`config.mk`:
```
export PLATFORM = sky130hd
export DESIGN_NAME = cmd_fifo
export DESIGN_NICKNAME = d
export VERILOG_FILES = /design/src/source/boot_pkg.sv /design/src/source/cmd_fifo.sv
export SDC_FILE = /design/constraint.sdc
export NUM_CORES = 1
export LEC_CHECK = 0
export BUFFER_PORTS_ARGS = -buffer_cell sky130_fd_sc_hd__buf_2
export CAP_MARGIN = 20
export CORE_MARGIN = 1
export CORE_UTILIZATION = 30
export CTS_CLUSTER_DIAMETER = 200
export DETAILED_ROUTE_END_ITERATION = 12
export GPL_TIMING_DRIVEN = 0
export PLACE_DENSITY_LB_ADDON = 0.12
export SLEW_MARGIN = 20
export SYNTH_ARGS = -nofsm -noshare
export SYNTH_HDL_FRONTEND = slang
export SYNTH_SLANG_ARGS = --single-unit
```
`constraint.sdc`:
```
create_clock -name clk_i -period 3.11 [get_ports clk_i]
set_clock_uncertainty 0.1 [all_clocks]
set_input_delay 0 -clock clk_i [delete_from_list [all_inputs] [get_ports clk_i]]
set_output_delay 0 -clock clk_i [all_outputs]
set_load 0.01 [all_outputs]
```
`src/source/boot_pkg.sv`:
```
// ################################################
// Boot path package
// Word widths, special host addresses and the
// loader state encoding
// ################################################

package boot_pkg;

   // Word address into the host memory map
   typedef logic [11:0] addr_t;

   // One data word on the command and response channels
   typedef logic [31:0] data_t;

   // Addresses below this are backed by ordinary memory
   localparam int MEM_WORDS = 1024;

   // Instruction RAM region cleared by the configuration phase
   localparam addr_t CFG_RAM_BASE = 12'h300;

   // Core freeze register, bit 0 holds the core in freeze
   localparam addr_t FREEZE_ADDR = 12'hFF0;

   // Host finish register, any write marks the program done
   localparam addr_t FINISH_ADDR = 12'hFF8;

   // Host loader sequence
   // CFG_CLEAR     zero the instruction RAM words
   // CFG_UNFREEZE  release the core
   // CFG_DRAIN     wait for configuration responses
   // PROG          program stream owns the command channel
   typedef enum logic [1:0]
   {
      CFG_CLEAR,
      CFG_UNFREEZE,
      CFG_DRAIN,
      PROG
   } loader_state_e;

endpackage

```
`src/source/cmd_fifo.sv`:
```
`timescale 1ns/1ns
// ################################################
// Command queue
// Circular buffer, valid/ready in, valid/yumi out
// ################################################

module cmd_fifo
   #(parameter int fifo_depth_p = 4
     )
   (input  logic            clk_i
    , input  logic            reset_i

    , input  logic            push_v_i
    , input  logic            push_we_i
    , input  boot_pkg::addr_t push_addr_i
    , input  boot_pkg::data_t push_data_i
    , output logic            push_ready_o

    , output logic            head_v_o
    , output logic            head_we_o
    , output boot_pkg::addr_t head_addr_o
    , output boot_pkg::data_t head_data_o
    , input  logic            pop_yumi_i
    );

   localparam int ptr_width_lp = (fifo_depth_p > 1) ? $clog2(fifo_depth_p) : 1;
   localparam int cnt_width_lp = $clog2(fifo_depth_p + 1);

   logic                    we_mem   [fifo_depth_p];
   boot_pkg::addr_t         addr_mem [fifo_depth_p];
   boot_pkg::data_t         data_mem [fifo_depth_p];
   logic [ptr_width_lp-1:0] rd_ptr_r;
   logic [ptr_width_lp-1:0] wr_ptr_r;
   logic [cnt_width_lp-1:0] count_r;
   logic                    push;

   // Wraps for depths that are not a power of two
   function automatic logic [ptr_width_lp-1:0] ptr_next(input logic [ptr_width_lp-1:0] ptr);
      return (ptr == ptr_width_lp'(fifo_depth_p - 1)) ? '0 : ptr + 1'b1;
   endfunction

   assign push         = push_v_i & push_ready_o;
   assign push_ready_o = (count_r != cnt_width_lp'(fifo_depth_p));
   assign head_v_o     = (count_r != '0);
   assign head_we_o    = we_mem[rd_ptr_r];
   assign head_addr_o  = addr_mem[rd_ptr_r];
   assign head_data_o  = data_mem[rd_ptr_r];

   always_ff @(posedge clk_i)
   begin
      if (push)
      begin
         we_mem[wr_ptr_r]   <= push_we_i;
         addr_mem[wr_ptr_r] <= push_addr_i;
         data_mem[wr_ptr_r] <= push_data_i;
      end
   end

   always_ff @(posedge clk_i)
   begin
      if (reset_i)
      begin
         rd_ptr_r <= '0;
         wr_ptr_r <= '0;
         count_r  <= '0;
      end
      else
      begin
         if (push)
            wr_ptr_r <= ptr_next(wr_ptr_r);
         if (pop_yumi_i)
            rd_ptr_r <= ptr_next(rd_ptr_r);
         if (push && !pop_yumi_i)
            count_r <= count_r + 1'b1;
         else if (!push && pop_yumi_i)
            count_r <= count_r - 1'b1;
      end
   end

   // A command refused while full stays offered unchanged
   full_hold_a: assert property (@(posedge clk_i) disable iff (reset_i)
      (push_v_i && !push_ready_o)
      |=> (push_v_i && $stable({push_we_i, push_addr_i, push_data_i})));

   no_pop_empty_a: assert property (@(posedge clk_i) disable iff (reset_i)
      pop_yumi_i |-> head_v_o);

endmodule

```
Yosys cells after proc, flatten, opt, wreduce, memory -nomap -nowiden
Memories as Yosys holds them, arrays and structs flattened. A register that Yosys moved wholly into a read port is not among the register bits.
Cells that the tools add are included.
{"block": "totals", "regBits": 7, "mem_bits_rw": 180, "inputBits": 49, "word_cells": 32, "memories": 3}
{"memory": "data_mem", "words": 4, "word_bits": 32, "rd": 1, "rd_clocked_by_memory_dff": 1, "write_ports": 1, "line_no": "cmd_fifo.sv:31", "text": "boot_pkg::data_t data_mem [fifo_depth_p];"}
{"memory": "addr_mem", "words": 4, "word_bits": 12, "rd": 1, "rd_clocked_by_memory_dff": 1, "write_ports": 1, "line_no": "cmd_fifo.sv:30", "text": "boot_pkg::addr_t addr_mem [fifo_depth_p];"}
{"memory": "we_mem", "words": 4, "word_bits": 1, "rd": 1, "rd_clocked_by_memory_dff": 1, "write_ports": 1, "line_no": "cmd_fifo.sv:29", "text": "logic we_mem [fifo_depth_p];"}
{"block": "op_classes", "add_sub_neg": 4, "eq_ne": 3, "muxes": 12, "n_bitwise": 1, "n_reduce_logical": 6}
{"cell": "$mux W2", "n": 8}
{"cell": "$mux W3", "n": 2}
{"cell": "$add A2 B1 Y2 const B", "n": 2}
{"cell": "$eq A2 B2 Y1 const B", "n": 2}
{"cell": "$add A3 B1 Y3 const B", "n": 1}
{"cell": "$ne A3 B3 Y1 const B", "n": 1}
{"cell": "$reduce_bool A3 Y1", "n": 1}
{"cell": "$sub A3 B1 Y3 const B", "n": 1}
{"cell": "$logic_and A1 B1 Y1", "n": 2}
{"cell": "$logic_not A1 Y1", "n": 2}
{"cell": "$mux W1", "n": 2}
{"cell": "$reduce_bool A2 Y1", "n": 1}
{"cell": "$and A1 B1 Y1", "n": 1}

Depth between registers and ports, before layout
Gate-level depths: netlist of the first run.
{"block": "logic_depth", "ltp_word": 6, "depth_mapped": 9}

Worst setup path after synthesis of the first run
Ideal clock, no wire load.
{"block": "synth_path", "kind": "flip-flop to flip-flop", "startpoint": "register count_r[0]", "endpoint": "register count_r[2]", "setup_ns": 0.070, "arrival_time_ns": 2.042, "required_time_ns": 2.940, "slack_ns": 0.898, "path_stages_with_launch": 10, "path_buffers": 1, "synth_period_minus_slack_ns": 2.212, "path_cell_list": "dfxtp_1 > or3b_1 > buf_6 > and2_4 > ha_1 > inv_1 > fa_1 > xor2_1 > or3_2 > a21oi_1"}
{"block": "synth_via", "elab_chain_len": 5, "word_cells_on_any_way": 10}
{"element": "start: declaration", "line_no": "cmd_fifo.sv:34", "text": "logic [cnt_width_lp-1:0] count_r;"}
{"element": "start signal: assignment", "line_no": "cmd_fifo.sv:74", "text": "count_r <= count_r + 1'b1;"}
{"element": "start signal: assignment", "line_no": "cmd_fifo.sv:76", "text": "count_r <= count_r - 1'b1;"}
{"element": "$ne A3 B3 Y1 (*)", "line_no": "cmd_fifo.sv:43", "text": "assign push_ready_o = (count_r != cnt_width_lp'(fifo_depth_p));"}
{"element": "net push_ready_o", "line_no": "cmd_fifo.sv:17", "text": ", output logic push_ready_o"}
{"element": "$and A1 B1 Y1 (*)", "line_no": "cmd_fifo.sv:42", "text": "assign push = push_v_i & push_ready_o;"}
{"element": "net push", "line_no": "cmd_fifo.sv:35", "text": "logic push;"}
{"element": "$logic_not A1 Y1", "line_no": "cmd_fifo.sv:75", "text": "else if (!push && pop_yumi_i)"}
{"element": "$logic_and A1 B1 Y1", "line_no": "cmd_fifo.sv:75"}
{"element": "$reduce_bool A2 Y1 (no line)"}
The timed path passes the listed nets; every way through them passes the cells marked *. The select of a mux whose other input is x is not followed.
A chain may end at the register's enable or synchronous reset.

Worst setup path in the final report of the first run
{"block": "layout_path", "startpoint": "register count_r[0]", "endpoint": "register count_r[2]"}
{"block": "layout_via", "elab_chain_len": 5, "word_cells_on_any_way": 10}
{"element": "$ne A3 B3 Y1 (*)", "line_no": "cmd_fifo.sv:43"}
{"element": "$and A1 B1 Y1 (*)", "line_no": "cmd_fifo.sv:42"}
{"element": "net push", "line_no": "cmd_fifo.sv:35"}
{"element": "$logic_not A1 Y1", "line_no": "cmd_fifo.sv:75"}
{"element": "$logic_and A1 B1 Y1", "line_no": "cmd_fifo.sv:75"}
{"element": "$reduce_bool A2 Y1 (no line)"}
Marked as above.

==> results of run 1 <==
## per-stage QoR
stage               utilization  power [mW]  setup WS, ns  hold slack, ns
finish                    0.393        6.02         0.734           0.218
global route              0.393        6.30         0.603           0.203
CTS                       0.393        6.13         0.721           0.196
detailed placement        0.347        3.99         0.744           0.118
global placement          0.344        3.95         0.721           0.111
floorplan                     -        3.63         0.898        -0.00113
## layout make-up
type	count	area, sq um
Buffer	12	88.8
Timing Repair Buffer	146	1020
Tap cell	285	357
Clock inverter	11	121
Sequential cell	189	5590
Clock buffer	17	425
Multi-Input combinational cell	78	1310
Inverter	4	15.0
Fill cell	2088	13800
## cell usage after synthesis
master | number | share of area
nor3b_1 | 1 | 0.0011
clkbuf_1 | 2 | 0.0011
a21oi_1 | 2 | 0.0014
mux4_2 | 45 | 0.15
buf_6 | 5 | 0.0081
nand2b_1 | 2 | 0.0018
ha_1 | 6 | 0.011
inv_1 | 4 | 0.0022
nand3_1 | 1 | 0.00072
xor2_1 | 2 | 0.0025
edfxtp_1 | 180 | 0.77
dfxtp_1 | 9 | 0.026
and3_2 | 4 | 0.0043
buf_2 | 5 | 0.0036
or3b_1 | 1 | 0.0013
o31ai_2 | 1 | 0.0018
and2_4 | 1 | 0.0013
nor2_1 | 4 | 0.0022
or3_2 | 2 | 0.0022
o21ai_0 | 1 | 0.00072
nor3_1 | 1 | 0.00072
fa_1 | 1 | 0.0029
mux2i_1 | 3 | 0.0043
## power by group
part / total, mW / internal, mW / switching, mW
Combinational: 0.848 / 0.401 / 0.447
Clock: 2.07 / 1.17 / 0.901
Sequential: 3.11 / 3.05 / 0.0591
Total: 6.02 / 4.62 / 1.41
## repair_timing
item	4_1_cts	5_1_grt
endpoints found under the hold margin	189	0
setup endpoints to repair	0	0
hold buffers	50	0
## cells by family after synthesis
kind of cell	after synthesis	synth area share
flops	189	0.800
mux	48	0.149
simple gates	17	0.0154
buf+inv	16	0.0149
fa+ha+maj	7	0.0136
compound gates	4	0.00394
xor+xnor	2	0.00251
## path summary, 6_finish.rpt
kind	to	cells past startpoint
setup / recovery	count_r[2]	9
hold / removal	data_mem[0][30]	2
setup reg to reg	count_r[2]	9
hold reg to reg	count_r[2]	2
## registers in the layout, summed over array words and instances, names as in the netlist, named ones only
register,cells
data_mem,128
addr_mem,48
we_mem,4
count_r,3
rd_ptr_r,2
wr_ptr_r,2
## critical path: cells and delay by family (launching register included)
kind                       cells  cell delay, ns
xor gates and xnor gates       1            0.18
DFF                            1            0.41
buffers and inverters          2            0.18
adders and majority gates      2            0.56
AOI/OAI and AO/OA              1            0.15
and+or+nand+nor                3            0.72
## routing by layer
layer / share of wire / vias up / track usage
met5: 0 / - / 0
met4: 0.014 / 0 / 0.0481
met3: 0.039 / 17 / 0.0381
met2: 0.51 / 63 / 0.198
met1: 0.44 / 1724 / 0.148
li1: - / 1521 / -
==> flow_summary_export.csv, run 1 <==
group,metric,value,unit
worst_hold_path,min_from,"push_data_i[30]",
worst_setup_path,r2r_slack,0.73,ns
clock_tree,clock_sinks,189,
final_layout,diodes,0,
yosys,ys_seq_elements,189,
yosys,netlist_area,6980,sq um
sta,fin_crit,2.38,ns
yosys,avgSynthCellArea,24.7,sq um
detailed_routing,vias,3325,
power_and_ir_drop,peakVddDrop,296,uV
detailed_routing,drt-pass1-iter-count,4,
clock_tree,insertion_delay,0.43,ns
global_route,grt_pass1_vias,3585,
worst_setup_path,end_kind,"register",
worst_hold_path,hp-class,"input port to register",
clock_tree,cts_buffers,17,
yosys,synth_nets,339,
job,cap_violations,0,
worst_setup_path,cp.required,3.37,ns
clock_tree,cts_buffer_depth,2,
sta,relSlewSlack,0.482,
placement,gp_congestion,0.658,
floorplanning,core_area,22700,sq um
sta,hold_viol,0,
final_layout,nNetsFinal,504,
sta,setup_violations,0,
power_and_ir_drop,cellLeakagePower,3.04,nW
global_route,gr-total-overflow,0,
worst_setup_path,critPathSlowestCell,"dfxtp_1",
floorplanning,die_w,155,um
yosys,yosysWarnings,0,
placement,placed_area,7870,sq um
sta,period_share,0.764,
worst_setup_path,path_max_fanout,7,
final_layout,drive_gt1_frac,0.405,
placement,hpwl,7690,um
detailed_routing,ant_nets,0,
global_route,antenna_found_initial,0,
detailed_routing,drt-total-wl,13300,um
clock_tree,cts_setup_buffers,0,
sta,rsz0062_at_grt,"no",
final_layout,layout_commonest_cell,"edfxtp_1",
worst_setup_path,path_class,"register to register",
yosys,yosysSeqAreaShare,0.800,
detailed_routing,drt-wirelength-per-cell,17.9,um
clock_tree,clk_pin_slew,0.07,ns
clock_tree,ctsResizeCount,0,
worst_setup_path,worstPathArrival,2.64,ns
worst_setup_path,slowest_delay,0.41,ns
yosys,synthDistinctLibCells,23,
placement,io_buffers,94,
floorplanning,row_count,55,
detailed_routing,drc,0,
final_layout,synthToLayoutAreaGrowth,27.7,%
detailed_routing,first_iter_violations,132,
floorplanning,dieArea,23900,sq um
global_route,track_usage,0.121,
floorplanning,initial_core_util,0.307,
detailed_routing,viasPerCell,4.48,
placement,dp.cells,664,
sta,setup_tns,0,ns
final_layout,final_cell_mix,"edfxtp_1, buf_2, dlygate4sd3_1",
global_route,grt_pass1_wl,20400,um
global_route,grt_max_degree,46,
sta,tightest_slew,0.778,ns
clock_tree,cts_tree,"built",
worst_setup_path,critPathLaunchType,"register",
final_layout,fin_cells,742,
clock_tree,htree_num_levels,4,
worst_setup_path,startpoint,"count_r[0]",
worst_setup_path,rr_startpoint,"count_r[0]",
worst_setup_path,cp_cell_sequence,"or3b_1, buf_6, and2_4, ha_1, inv_1, fa_1, xor2_1, or3_2, a21oi_1",
floorplanning,io_pins,96,
clock_tree,cts_root_buf,"clkbuf_16",
sta,slew_violations,0,
power_and_ir_drop,powerDensity,676,nW/um^2
floorplanning,fp.dieH,155,um
final_layout,finalInstanceArea,8920,sq um
sta,clock.fmax,421,MHz
yosys,syn_inst,283,
status,outcome,"finished, final reports clean",
No activity file was read; power rests on OpenSTA's default activity.
==> run 2: changes to the inputs <==
Clock period 3.11 ns to 2.3 ns, I/O delays scaled along.
==> run 2 against run 1 <==
Die area unchanged; power increased by 36%; flip-flop and latch count unchanged; sequential power increased by 35%; register-to-register slack got worse by 0.66 ns.
==> flow_summary_export.csv, run 2 (synthesis results as in run 1) <==
group,metric,value,unit
global_route,antenna_found_initial,0,
floorplanning,dieArea,23900,sq um
final_layout,fin_cells,747,
worst_setup_path,reg2reg_depth,9,
power_and_ir_drop,peakVddDrop,401,uV
floorplanning,core_area,22700,sq um
worst_hold_path,hp-class,"input port to register",
job,cap_violations,0,
floorplanning,io_pins,96,
global_route,grt_pass1_wl,20500,um
final_layout,nFillCells,2083,
clock_tree,cts_buffer_depth,2,
sta,period_share,0.969,
final_layout,regArea,5590,sq um
worst_setup_path,startpoint,"count_r[0]",
clock_tree,cts_tree,"built",
detailed_routing,viasPerCell,4.50,
global_route,track_usage,0.121,
floorplanning,fp.dieH,155,um
power_and_ir_drop,cellLeakagePower,3.06,nW
worst_setup_path,worstPathArrival,2.49,ns
final_layout,final_cell_mix,"edfxtp_1, buf_2, dlygate4sd3_1",
worst_hold_path,min_to,"data_mem[0][30]",
final_layout,diodes,0,
clock_tree,insertion_delay,0.43,ns
worst_setup_path,path_max_fanout,3,
floorplanning,initial_core_util,0.307,
final_layout,layout_commonest_cell,"edfxtp_1",
detailed_routing,first_iter_violations,147,
detailed_routing,vias,3362,
sta,relSlewSlack,0.482,
sta,slew_violations,0,
floorplanning,die_w,155,um
global_route,grt_pass1_vias,3592,
clock_tree,cts_root_buf,"clkbuf_16",
placement,hpwl,7690,um
sta,tightest_slew,0.777,ns
status,outcome,"finished, final reports clean",
final_layout,largest_register_ffs,128,
worst_setup_path,critPathLaunchType,"register",
placement,io_buffers,94,
detailed_routing,drt-pass1-iter-count,6,
placement,gp_congestion,0.658,
worst_setup_path,r2r_slack,0.07,ns
sta,clock.fmax,449,MHz
sta,setup_violations,0,
placement,dp.cells,664,
sta,postLayoutSetupSlackWorst,0.0715,ns
worst_setup_path,r2r-end,"count_r[2]",
power_and_ir_drop,powerDensity,914,nW/um^2
global_route,gr-total-overflow,0,
final_layout,nNetsFinal,509,
final_layout,reg_top3,"data_mem: 128 flops, addr_mem: 48 flops, we_mem: 4 flops",
sta,hold_viol,0,
clock_tree,clock_sinks,189,
power_and_ir_drop,power,8.21,mW
clock_tree,cts_buffers,17,
worst_hold_path,min_from,"push_data_i[30]",
worst_setup_path,path_class,"register to register",
placement,place_ws,-0.0664,ns
worst_hold_path,hold_depth,2,
worst_setup_path,rr_startpoint,"count_r[0]",
global_route,use_met2,0.199,
detailed_routing,ant_nets,0,
floorplanning,row_count,55,
sta,fin_crit,2.23,ns
sta,hold_slack,0.218,ns
global_route,grt_max_degree,46,
final_layout,synthToLayoutAreaGrowth,28.6,%
detailed_routing,drt-wirelength-per-cell,17.9,um
clock_tree,clk_pin_slew,0.07,ns
detailed_routing,drc,0,
worst_setup_path,end_kind,"register",
final_layout,finish.utilization,0.395,
clock_tree,htree_num_levels,4,
final_layout,drive_gt1_frac,0.426,
global_route,grtUsageMet3,0.0381,
final_layout,multi_input_area,1330,sq um
final_layout,largest_register,"data_mem",
global_route,grt_use_met1,0.148,
worst_setup_path,cp.required,2.56,ns
detailed_routing,drt-total-wl,13400,um
global_route,grt_most_used_layer,"met2",
-- run 2: per-layer routing --
layer,part of all wire,vias up
li1,-,1532
met1,0.44,1748
met4,0.014,0
met2,0.51,65
met3,0.039,17
met5,0,-
-- run 2: power breakdown --
part	internal, mW	total (mW)	switching, mW
combinational	0.584	1.21	0.629
clock	1.58	2.79	1.22
sequential	4.13	4.20	0.0724
total	6.29	8.21	1.92
-- run 2: cell type report --
cell class,count,share of cell area
buffer,12,0.0100
clock buffer,17,0.0474
clock inverter,11,0.0135
inverter,4,0.00167
multi-input combinational,78,0.148
sequential,189,0.623
tap,285,0.0397
timing repair buffer,151,0.118
-- run 2: worst max-delay path by stage --
stage | cells past startpoint | slack (ns) | endpoint
after floorplan | 9 | 0.09 | count_r[2]
after global placement | 3 | -0.09 | data_mem[0][21]
after detailed placement | 9 | -0.07 | count_r[2]
after CTS | 9 | 0.01 | count_r[2]
after global routing | 9 | -0.003 | count_r[2]
final | 9 | 0.07 | count_r[2]
-- run 2: timing repair --
item / CTS / global route
buffers inserted: 1 / 4
pin swaps: 0 / 3
endpoints found under the setup margin: 2 / 1
hold endpoints to repair: 189 / 0
hold buffers: 50 / 0
gates resized for setup: 6 / 3
-- run 2: critical path: stages, from the launching register on --
cell and delay (ns):
dfxtp_4 0.35, or3b_1 0.38, buf_6 0.13, and2_4 0.17
ha_4 0.16, inv_2 0.06, fa_2 0.19, xor2_1 0.08
or3_2 0.42, a21oi_2 0.12
-- run 2: through the flow --
step / setup TNS [ns] / instance area, sq um
5_1_grt: -0.00268 / 8980
2_1_floorplan: 0 / 6980
3_5_place_dp: -0.0664 / 7870
3_3_place_gp: -13.20 / 7810
4_1_cts: 0 / 8940
6_report: 0 / 8980
