[config.mk]
export PLATFORM = sky130hd
export DESIGN_NAME = host_loader
export DESIGN_NICKNAME = d
export VERILOG_FILES = /design/src/source/boot_pkg.sv /design/src/source/host_loader.sv
export SDC_FILE = /design/constraint.sdc
export NUM_CORES = 1
export LEC_CHECK = 0
export BUFFER_PORTS_ARGS = -buffer_cell sky130_fd_sc_hd__buf_2
export CORE_ASPECT_RATIO = 1.1
export CORE_MARGIN = 5
export CORE_UTILIZATION = 42
export DETAILED_ROUTE_END_ITERATION = 12
export MAX_ROUTING_LAYER = met4
export PLACE_DENSITY = 0.83
export SLEW_MARGIN = 20
export SYNTH_ARGS = -nofsm -noshare
export SYNTH_HDL_FRONTEND = slang
export SYNTH_SLANG_ARGS = --single-unit
[constraint.sdc]
create_clock -name clk_i -period 3.9 [get_ports clk_i]
set_input_delay 0.195 -clock clk_i [delete_from_list [all_inputs] [get_ports clk_i]]
set_output_delay 0.195 -clock clk_i [all_outputs]
set_load 0.03 [all_outputs]
[src/source/boot_pkg.sv]
// ################################################
// Boot path package
// Word widths, special host addresses and the
// loader state encoding
// ################################################

package boot_pkg;

   // Word address into the host memory map
   typedef logic [11:0] addr_t;

   // One data word on the command and response channels
   typedef logic [31:0] data_t;

   // Addresses below this are backed by ordinary memory
   localparam int MEM_WORDS = 1024;

   // Instruction RAM region cleared by the configuration phase
   localparam addr_t CFG_RAM_BASE = 12'h300;

   // Core freeze register, bit 0 holds the core in freeze
   localparam addr_t FREEZE_ADDR = 12'hFF0;

   // Host finish register, any write marks the program done
   localparam addr_t FINISH_ADDR = 12'hFF8;

   // Host loader sequence
   // CFG_CLEAR     zero the instruction RAM words
   // CFG_UNFREEZE  release the core
   // CFG_DRAIN     wait for configuration responses
   // PROG          program stream owns the command channel
   typedef enum logic [1:0]
   {
      CFG_CLEAR,
      CFG_UNFREEZE,
      CFG_DRAIN,
      PROG
   } loader_state_e;

endpackage

[src/source/host_loader.sv]
`timescale 1ns/1ns
// ################################################
// Host loader
// Runs the configuration phase, then hands the
// command channel to the program stream
// ################################################

module host_loader
   #(parameter int instr_ram_els_p = 16
     , parameter bit skip_init_p   = 1'b0
     )
   (input  logic            clk_i
    , input  logic            reset_i

    , input  logic            prog_v_i
    , input  logic            prog_we_i
    , input  boot_pkg::addr_t prog_addr_i
    , input  boot_pkg::data_t prog_data_i
    , output logic            prog_ready_o

    , output logic            cmd_v_o
    , output logic            cmd_we_o
    , output boot_pkg::addr_t cmd_addr_o
    , output boot_pkg::data_t cmd_data_o
    , input  logic            cmd_ready_i

    , input  logic            resp_v_i
    , input  logic            resp_we_i
    , input  boot_pkg::data_t resp_data_i

    , output logic            rd_v_o
    , output boot_pkg::data_t rd_data_o
    , output logic            cfg_done_o
    );

   localparam int clr_width_lp  = (instr_ram_els_p > 1) ? $clog2(instr_ram_els_p) : 1;
   // Large enough for any queue depth set at the top
   localparam int pend_width_lp = 16;

   boot_pkg::loader_state_e  state_r;
   logic [clr_width_lp-1:0]  clr_idx_r;
   logic [pend_width_lp-1:0] pending_r;
   logic                     cmd_push;
   logic                     clr_last;

   assign cmd_push = cmd_v_o & cmd_ready_i;
   assign clr_last = (clr_idx_r == clr_width_lp'(instr_ram_els_p - 1));

   // Fixed handover, configuration and program traffic never overlap
   always_comb
   begin
      cmd_v_o      = 1'b0;
      cmd_we_o     = 1'b1;
      cmd_addr_o   = boot_pkg::CFG_RAM_BASE + boot_pkg::addr_t'(clr_idx_r);
      cmd_data_o   = '0;
      prog_ready_o = 1'b0;
      case (state_r)
         boot_pkg::CFG_CLEAR:
         begin
            cmd_v_o = 1'b1;
         end
         boot_pkg::CFG_UNFREEZE:
         begin
            cmd_v_o    = 1'b1;
            cmd_addr_o = boot_pkg::FREEZE_ADDR;
         end
         boot_pkg::PROG:
         begin
            cmd_v_o      = prog_v_i;
            cmd_we_o     = prog_we_i;
            cmd_addr_o   = prog_addr_i;
            cmd_data_o   = prog_data_i;
            prog_ready_o = cmd_ready_i;
         end
         default:
         begin
            cmd_v_o = 1'b0;
         end
      endcase
   end

   always_ff @(posedge clk_i)
   begin
      if (reset_i)
      begin
         state_r   <= skip_init_p ? boot_pkg::CFG_UNFREEZE : boot_pkg::CFG_CLEAR;
         clr_idx_r <= '0;
      end
      else
      begin
         case (state_r)
            boot_pkg::CFG_CLEAR:
            begin
               if (cmd_push)
               begin
                  clr_idx_r <= clr_idx_r + 1'b1;
                  if (clr_last)
                     state_r <= boot_pkg::CFG_UNFREEZE;
               end
            end
            boot_pkg::CFG_UNFREEZE:
            begin
               if (cmd_push)
                  state_r <= boot_pkg::CFG_DRAIN;
            end
            boot_pkg::CFG_DRAIN:
            begin
               if (pending_r == '0)
                  state_r <= boot_pkg::PROG;
            end
            default:
            begin
               state_r <= boot_pkg::PROG;
            end
         endcase
      end
   end

   // Commands issued but not yet answered
   always_ff @(posedge clk_i)
   begin
      if (reset_i)
         pending_r <= '0;
      else if (cmd_push && !resp_v_i)
         pending_r <= pending_r + 1'b1;
      else if (!cmd_push && resp_v_i)
         pending_r <= pending_r - 1'b1;
   end

   // Responses are always accepted, reads go straight out
   assign rd_v_o     = resp_v_i & ~resp_we_i;
   assign rd_data_o  = resp_data_i;
   assign cfg_done_o = (state_r == boot_pkg::PROG);

   // The memory answers only commands that went through the queue
   resp_has_cmd_a: assert property (@(posedge clk_i) disable iff (reset_i)
      resp_v_i |-> (pending_r != '0));

endmodule

== After elaboration in Yosys (flattened, before gate mapping) ==
Index checks and enable logic that the tools add are counted.

* Input bits: 83
* Word-level logic and storage cells: 40
* Output and inout port bits: 81
* Register bits after elaboration: 22

* Bitwise operators: 3
* Reduce and logical (&&, ||, !) cells: 10
* Add/sub/neg operators: 4
* Equal/unequal tests: 8
* Multiplexer cells: 12

{| class="wikitable"
|+ Operators with widths
! operator !! number
|-
| $mux W16 || 2
|-
| $mux W32 || 1
|-
| $pmux W12 S2 || 1
|-
| $add A16 B1 Y16 const B || 1
|-
| $logic_not A16 Y1 || 1
|-
| $sub A16 B1 Y16 const B || 1
|-
| $add A10 B4 Y11 const A || 1
|-
| $mux W2 || 4
|-
| $ne A2 B2 Y1 const B || 4
|-
| $pmux W2 S3 || 1
|-
| $add A4 B1 Y4 const B || 1
|-
| $eq A2 B2 Y1 const B || 2
|-
| $eq A4 B4 Y1 const B || 1
|-
| $reduce_and A4 Y1 || 1
|-
| $and A1 B1 Y1 || 2
|-
| $eq A2 B1 Y1 const B || 1
|-
| $logic_and A1 B1 Y1 || 2
|-
| $logic_not A1 Y1 || 2
|-
| $logic_not A2 Y1 || 1
|-
| $mux W1 || 2
|-
| $pmux W1 S2 || 1
|-
| $reduce_and A2 Y1 || 1
|-
| $reduce_bool A2 Y1 || 1
|-
| $reduce_or A2 Y1 || 1
|-
| $not A1 Y1 || 1
|}

== Depth between registers and ports, before layout ==
Gate-level depths: netlist of the first run.

* Depth after elaboration: 8
* Depth in mapped cells: 13

== Worst setup path after synthesis of the first run ==
OpenSTA, ideal clock, no wires.

* Path type: register -> register
* From: register state_r[0]
* To: register pending_r[14]
* Path slack: 0.774 ns
* Period minus slack after synthesis: 3.126 ns
* Data arrival time: 3.003 ns
* Cell stages (with the launch flop): 14
* Required time: 3.778 ns
* Path through: dfxtp_1 > clkbuf_1 > nand2_1 > nand2_1 > and2_1 > ha_1 > inv_1 > ha_1 > a211oi_2 > nor2_1 > or4_4 > a41oi_2 > a2111oi_1 > nand3b_1

* Word-level cells in the longest chain between the ends: 7
* Elaborated cells between the ends (all ways): 11
* Classes of those cells: eq/ne: 2; mux: 2; bitwise: 1; reduce/logical: 6

{| class="wikitable"
|+ Ends and longest elaborated chain
! item !! RTL line !! RTL
|-
| start: declaration || host_loader.sv:40 || <nowiki>boot_pkg::loader_state_e state_r;</nowiki>
|-
| start signal: assignment || host_loader.sv:86 || <nowiki>state_r <= skip_init_p ? boot_pkg::CFG_UNFREEZE : boot_pkg::CFG_CLEAR;</nowiki>
|-
| start signal: assignment || host_loader.sv:98 || <nowiki>state_r <= boot_pkg::CFG_UNFREEZE;</nowiki>
|-
| start signal: assignment || host_loader.sv:104 || <nowiki>state_r <= boot_pkg::CFG_DRAIN;</nowiki>
|-
| $eq A2 B1 Y1 / $logic_not A2 Y1 (equally long branches) || host_loader.sv:57 || <nowiki>case (state_r)</nowiki>
|-
| $reduce_or A2 Y1 (no source line) || - ||
|-
| $pmux W1 S2 * || host_loader.sv:57 ||
|-
| net cmd_v_o || host_loader.sv:21 || <nowiki>, output logic cmd_v_o</nowiki>
|-
| $and A1 B1 Y1 * || host_loader.sv:46 || <nowiki>assign cmd_push = cmd_v_o & cmd_ready_i;</nowiki>
|-
| $logic_not A1 Y1 || host_loader.sv:126 || <nowiki>else if (!cmd_push && resp_v_i)</nowiki>
|-
| $logic_and A1 B1 Y1 || host_loader.sv:126 ||
|-
| $reduce_bool A2 Y1 (no source line) || - ||
|-
| end signal: assignment || host_loader.sv:125 || <nowiki>pending_r <= pending_r + 1'b1;</nowiki>
|-
| end signal: assignment || host_loader.sv:127 || <nowiki>pending_r <= pending_r - 1'b1;</nowiki>
|-
| end: declaration || host_loader.sv:42 || <nowiki>logic [pend_width_lp-1:0] pending_r;</nowiki>
|}

Mark *: on every way through the listed nets, which the timed path passes. The rest lies on a longest branch.
A chain may end at the register's enable or synchronous reset.

== Final worst setup path of the first run ==
* From: register state_r[0]
* To: register pending_r[15]

* Word-level cells in the longest chain between the ends: 7
* Elaborated cells between the ends (all ways): 11
* Classes of those cells: eq/ne: 2; mux: 2; bitwise: 1; reduce/logical: 6

{| class="wikitable"
|+ Ends and longest elaborated chain
! item !! RTL line
|-
| $eq A2 B1 Y1 / $logic_not A2 Y1 (equally long branches) || host_loader.sv:57
|-
| $reduce_or A2 Y1 (no source line) || -
|-
| $pmux W1 S2 * || host_loader.sv:57
|-
| $and A1 B1 Y1 * || host_loader.sv:46
|-
| $logic_not A1 Y1 || host_loader.sv:126
|-
| $logic_and A1 B1 Y1 || host_loader.sv:126
|-
| $reduce_bool A2 Y1 (no source line) || -
|}

Mark *: on every way between the ends. The rest lies on a longest branch, timed or not.

==> impl_metrics.py, run 1 <==
metrics = {
    "run_status": {
        "status": "complete, no violations",
    },
    "floorplan": {
        "core_area_um2": 5290,
        "start_util_pct": 42.8,
        "row_count": 28,
        "dieArea_um2": 6960,
        "ioPinCount": 164,
        "die_width_um": 80.0,
        "fp.dieH_um": 87.0,
    },
    "yosys": {
        "async_flop_share_pct": 0,
        "yosys-top-cells-area": "dfxtp_1, buf_4, and3_1",
        "syn_nets": 404,
        "netlist-cell-type-count": 52,
        "ys_ff_latch": 22,
        "synth_edf_count": 0,
        "yosysTopAreaCellShare_pct": 19.5,
        "ys_seq_area_share_pct": 19.5,
        "syn-cell-area_um2": 2260,
        "synth.largest_area_cell": "dfxtp_1",
        "synth_top_flop_cell": "dfxtp_1",
        "postSynthAreaPerCell_um2": 7.44,
        "ys_warn_count": 0,
        "synth_cells": 304,
    },
    "route": {
        "wirelength_um": 6730,
        "ant_nets": 0,
        "vias_per_cell": 5.44,
        "wl_per_cell_um": 15.4,
        "first_iter_violations": 165,
        "drc": 0,
        "dr.pass1.iters": 4,
        "vias": 2379,
    },
    "clock_network": {
        "cts_root_buffer": "clkbuf_8",
        "post_cts_resized": 0,
        "cts_hold_buf": 0,
        "cts_buffers": 3,
        "cts_tree": "built",
        "cts_buffer_depth": 2,
        "clkTransAtPathRegs_ps": 80,
        "htreeDepth": 1,
        "clock_latency_ps": 260,
        "post_cts_buffers": 0,
        "clkSinkCount": 22,
    },
    "timing": {
        "tns_ps": 0,
        "skew_ps": 6.61,
        "setup_slack_ps": 873,
        "max_slew_margin_pct": 48.5,
        "setup_violations": 0,
        "layout_min_cycle_time_ps": 3030,
        "fmax_mhz": 330,
        "whs_ps": 252,
        "finalMaxSlewViolations": 0,
        "rsz0062_at_grt": "false",
        "worst_slew_pin_slew_ps": 773,
        "min_period_over_period_pct": 77.6,
        "finalHoldViolCount": 0,
    },
    "final_layout": {
        "layout-area-overhead-vs-synth_pct": 15.9,
        "fin_nets": 463,
        "num-fill-cells": 501,
        "multi_input_area_um2": 1460,
        "drive_gt1_share_pct": 32.0,
        "diodes": 0,
        "fin_util_pct": 49.6,
        "fin_area_um2": 2620,
        "regArea_um2": 440,
    },
    "pwr": {
        "vdd_drop_max_v": 0.000218,
        "p_per_area_nw_per_um2": 499,
        "leakage_nw": 1.43,
    },
    "place": {
        "routabilityCongestion": 0.895,
        "dp_worst_setup_slack_ps": 939,
        "dp_hpwl_um": 5350,
        "dpl_cell_area_um2": 2570,
        "io_buffer_count": 99,
    },
    "run": {
        "maxCapViolCount": 0,
    },
    "global_route": {
        "grt_remaining_overflow": 0,
        "antenna_found_initial": 0,
        "grt_max_degree": 48,
        "grt_pass1_wl_um": 10300,
        "grt_usage_pct": 18.8,
        "grt_pass1_vias": 2213,
    },
    "setup_path": {
        "cp_max_fo": 14,
        "critPathKind": "reg2reg",
        "crit_arrival_ps": 3180,
        "required_ps": 4050,
        "crit_path_end_kind": "register",
        "worst_setup_path_start_kind": "register",
    },
    "min_path": {
        "min_path_type": "in2reg",
    },
}
## power by group
group	leakage, nW	internal [W]	total [W]	switching [W]
clock network	0.0288	0.0000900	0.000168	0.0000776
logic	1.22	0.000354	0.000797	0.000443
registers	0.181	0.000286	0.000345	0.0000590
total	1.43	0.000730	0.00131	0.000579
## cell families after synthesis
group	Yosys count	share of synthesized area, %
compound gates	64	20.5
xor+xnor	12	4.65
fa+ha+maj	17	9.73
buf+inv	63	15.9
flops	22	19.5
mux	3	1.38
simple gates	123	28.4
## layer usage
layer	share of wire (%)	track usage (%)
met1	39	20.5
met2	50	33.5
met3	10	5.69
met4	1.2	4.45
met5	0	-
## registers in the layout, summed over array words and instances, names as in the netlist
| signal | flops |
|---|---|
| pending_r | 16 |
| clr_idx_r | 4 |
| state_r | 2 |
## placed cells by master, fill, tap and decap left out, types with 2 or more instances in the layout
cell type	Yosys	final
a31oi_1	2	2
a21oi_2	4	4
mux2i_1	2	2
nor4_1	2	2
o22ai_1	2	2
xnor2_1	8	8
a21oi_1	15	15
nand4_1	4	4
and3_1	34	34
inv_1	16	16
nor2_1	22	22
o211ai_1	2	2
a311o_1	2	2
nor3b_1	2	2
buf_2	1	99
o21a_1	2	2
nor3_1	7	7
a2111oi_1	2	2
clkbuf_8	0	4
a311oi_1	2	2
dfxtp_1	22	22
xor2_1	4	4
nand2b_1	5	5
ha_1	16	16
buf_4	32	2
and2_1	2	2
a21boi_0	6	6
nand3b_1	2	2
nand3_1	8	8
o21ai_1	2	2
nand2_1	28	28
a21o_1	6	6
o21ai_0	9	9
## critical path: stages, from the launching register on
cell and delay, ps:
dfxtp_1 330, nand2_1 50, nand2_1 70, and2_1 130, ha_1 270, inv_1 280
ha_1 480, a21o_1 160, nand3_1 90, a311oi_1 430, o2111ai_1 160, o211ai_1 120
mux2_1 340
## worst paths after layout
path | startpoint | to | slack (ps) | cells after the start
max | state_r[0] | pending_r[15] | 870 | 12
min | cmd_ready_i | state_r[1] | 250 | 3
max reg2reg | state_r[0] | pending_r[15] | 870 | 12
min reg2reg | pending_r[11] | pending_r[11] | 490 | 2
## Yosys cell counts, drive strengths merged (2+ instances only)
| cell type | count |
|---|---|
| a2111oi | 2 |
| a211oi | 2 |
| a21boi | 6 |
| a21o | 6 |
| a21oi | 19 |
| a311o | 2 |
| a311oi | 2 |
| a31oi | 2 |
| and2 | 2 |
| and3 | 34 |
| buf | 36 |
| clkbuf | 11 |
| dfxtp | 22 |
| ha | 16 |
| inv | 16 |
| mux2i | 2 |
| nand2 | 28 |
| nand2b | 5 |
| nand3 | 8 |
| nand3b | 2 |
| nand4 | 4 |
| nor2 | 22 |
| nor3 | 7 |
| nor3b | 2 |
| nor4 | 2 |
| o2111ai | 2 |
| o211ai | 3 |
| o21a | 2 |
| o21ai | 11 |
| o22ai | 2 |
| xnor2 | 8 |
| xor2 | 4 |
## layout make-up
type                       instances  area share, %
timing repair buffer             101           19.5
sequential                        22           16.8
clock buffer                       4           2.10
tap                               75           3.58
multi-input combinational        219           55.8
inverter                          16           2.29
## stage by stage
step / instances / total power [W]
floorplan: 304 / 0.00102
global placement: 433 / 0.00110
detailed placement: 433 / 0.00113
CTS: 437 / 0.00131
global route: 437 / 0.00142
finish: 437 / 0.00131
(Power assumes the default switching activity.)
==> run 2: changes to the inputs <==
--- a/config.mk
+++ b/config.mk
@@ -8,10 +8,10 @@
 export BUFFER_PORTS_ARGS = -buffer_cell sky130_fd_sc_hd__buf_2
 export CORE_ASPECT_RATIO = 1.1
 export CORE_MARGIN = 5
-export CORE_UTILIZATION = 42
+export CORE_UTILIZATION = 38
 export DETAILED_ROUTE_END_ITERATION = 12
 export MAX_ROUTING_LAYER = met4
-export PLACE_DENSITY = 0.83
+export PLACE_DENSITY = 0.79
 export SLEW_MARGIN = 20
 export SYNTH_ARGS = -nofsm -noshare
 export SYNTH_HDL_FRONTEND = slang
==> constraint.sdc (replaced) <==
create_clock -name clk_i -period 2.75 [get_ports clk_i]
set_input_delay 0.1375 -clock clk_i [delete_from_list [all_inputs] [get_ports clk_i]]
set_output_delay 0.1375 -clock clk_i [all_outputs]
set_load 0.03 [all_outputs]
==> run 2 against run 1 <==
Compared with the run above: clock-buffer cell count shrank 1; via count up 3.1%; clock power up 80%; die area increased by 9.2%; global-route usage fell by 1.4 points; largest cell class unchanged; utilization shrank 1.2 points.
==> impl_metrics.py, run 2 (synthesized netlist as in run 1, its figures left out) <==
metrics = {
    "floorplan": {
        "fp.dieH_um": 90.9,
        "row_count": 29,
        "die_width_um": 83.6,
        "dieArea_um2": 7600,
        "core_area_um2": 5770,
        "start_util_pct": 39.2,
        "ioPinCount": 164,
    },
    "route": {
        "wl_per_cell_um": 15.4,
        "vias_per_cell": 5.51,
        "drc": 0,
        "wirelength_um": 6830,
        "vias": 2452,
        "dr.pass1.iters": 4,
        "first_iter_violations": 93,
        "ant_nets": 0,
    },
    "clock_network": {
        "htreeDepth": 1,
        "cts_buffer_depth": 2,
        "clkTransAtPathRegs_ps": 80,
        "cts_buffers": 3,
        "clkSinkCount": 22,
        "clock_latency_ps": 260,
        "cts_root_buffer": "clkbuf_8",
        "cts_tree": "built",
    },
    "final_layout": {
        "largest-register": "pending_r",
        "final_cell_mix": "buf_2, and3_1, nand2_1",
        "largest_register_ffs": 16,
        "diodes": 0,
        "num-fill-cells": 542,
        "largestRegisters": "pending_r (16), clr_idx_r (4), state_r (2)",
        "final_common_cell": "buf_2",
        "drive_gt1_share_pct": 36.7,
        "fin_nets": 469,
        "finalNonFillerCells": 445,
        "layout-area-overhead-vs-synth_pct": 23.4,
    },
    "place": {
        "dp_hpwl_um": 5410,
        "io_buffer_count": 99,
        "routabilityCongestion": 0.874,
        "place_inst": 437,
    },
    "global_route": {
        "use_met1_pct": 20.5,
        "grtUsageMet3_pct": 6.20,
        "grt_busiest_layer": "met2",
        "antenna_found_initial": 0,
        "grt_remaining_overflow": 0,
        "grt_pass1_wl_um": 11000,
        "grt_max_degree": 48,
        "grt_usage_pct": 17.5,
        "use_met2_pct": 28.8,
        "grt_pass1_vias": 2292,
    },
    "setup_path": {
        "rr_startpoint": "state_r[0]",
        "crit_path_end_kind": "register",
        "cp_cell_sequence": "nand2_1 > nand2_2 > and2_1 > ha_4 > inv_6 > ha_4 > and2b_1 > o2111ai_2 > a21oi_2 > buf_4 > a311oi_1 > xor2_1 > o22ai_1",
        "path_common_cell": "ha_4",
        "reg2reg_depth": 13,
        "cp_max_fo": 14,
        "r2r-end": "pending_r[10]",
        "crit_buf_inv": 2,
        "critPathKind": "reg2reg",
        "r2r_setup_slack_ps": 140,
        "slowest_delay_ps": 310,
        "cp_slowest_cell": "dfxtp_1",
        "required_ps": 2880,
        "crit_arrival_ps": 2740,
        "path_delay_family": "compound AO/OA/AOI/OAI gates",
        "worst_setup_path_start_kind": "register",
    },
    "timing": {
        "layout_min_cycle_time_ps": 2610,
        "min_period_over_period_pct": 94.8,
        "worst_slew_pin_slew_ps": 528,
        "finalHoldViolCount": 0,
        "max_slew_margin_pct": 64.8,
        "fmax_mhz": 384,
        "tns_ps": 0,
        "finalMaxSlewViolations": 0,
        "skew_ps": 4.04,
        "setup_violations": 0,
    },
    "min_path": {
        "hold_depth": 3,
        "min_path_type": "in2reg",
        "min_to": "state_r[1]",
        "min_from": "cmd_ready_i",
    },
    "pwr": {
        "vdd_drop_max_v": 0.000343,
        "p_per_area_nw_per_um2": 746,
        "leakage_nw": 1.47,
        "p_total_w": 0.00208,
    },
    "run": {
        "maxCapViolCount": 0,
    },
    "run_status": {
        "status": "complete, no violations",
    },
}
==> run 2: power by group <==
| group | leakage (nW) | total [W] | internal [W] | switching, W |
|---|---|---|---|---|
| clock network | 0.0357 | 0.000303 | 0.000194 | 0.000108 |
| logic | 1.25 | 0.00127 | 0.000604 | 0.000670 |
| registers | 0.181 | 0.000505 | 0.000406 | 0.0000990 |
| total | 1.47 | 0.00208 | 0.00120 | 0.000877 |
==> run 2: worst max path at each step <==
| stage | cells past startpoint | to | startpoint | slack [ps] |
|---|---|---|---|---|
| 3_5_place_dp | 12 | pending_r[14] | state_r[0] | 80 |
| 3_3_place_gp | 12 | pending_r[14] | state_r[0] | 170 |
| 4_1_cts | 12 | pending_r[14] | state_r[0] | 40 |
| 5_1_grt | 11 | pending_r[12] | state_r[0] | -20 |
| 6_report | 13 | pending_r[10] | state_r[0] | 140 |
| 2_1_floorplan | 13 | pending_r[14] | state_r[0] | 3 |
==> run 2: cell type report <==
class                   count  area (um^2)  share of cell area (%)
clock inverters             1         30.0                    1.08
repair buffers            107          556                    19.9
flip-flops and latches     22          440                    15.8
multi-input cells         219         1560                    56.0
clock buffers               3         41.3                    1.48
well taps                  77         96.3                    3.45
inverters                  16         65.1                    2.33
==> run 2: what timing repair did <==
action / 4_1_cts / 5_1_grt
endpoints found under the setup margin: 0 / 6
resized for setup: 0 / 8
buffers inserted: 0 / 4
hold buffers: 0 / 0
==> run 2: per-layer routing <==
layer  wire (um)  vias to the layer above
met5           0                        -
met4          80                        0
met3         583                        9
met2        3300                      120
met1        2880                     1150
li1            -                     1173
==> run 2: stage by stage <==
stage	util, %	hold WS, ps	worst slack (ps)	area (um^2)
2_1_floorplan	-	282	2.95	2330
3_3_place_gp	45.9	275	166	2650
3_5_place_dp	45.9	275	81.9	2650
4_1_cts	47.1	186	42.6	2720
5_1_grt	48.4	219	-21.1	2790
6_report	48.4	187	144	2790
==> run 2: worst reg2reg max path, stage by stage (launching register included) <==
cell and delay (ps):
dfxtp_1 310, nand2_1 60, nand2_2 60, and2_1 180, ha_4 200, inv_6 160
ha_4 240, and2b_1 180, o2111ai_2 250, a21oi_2 120, buf_4 150, a311oi_1 300
xor2_1 180, o22ai_1 90
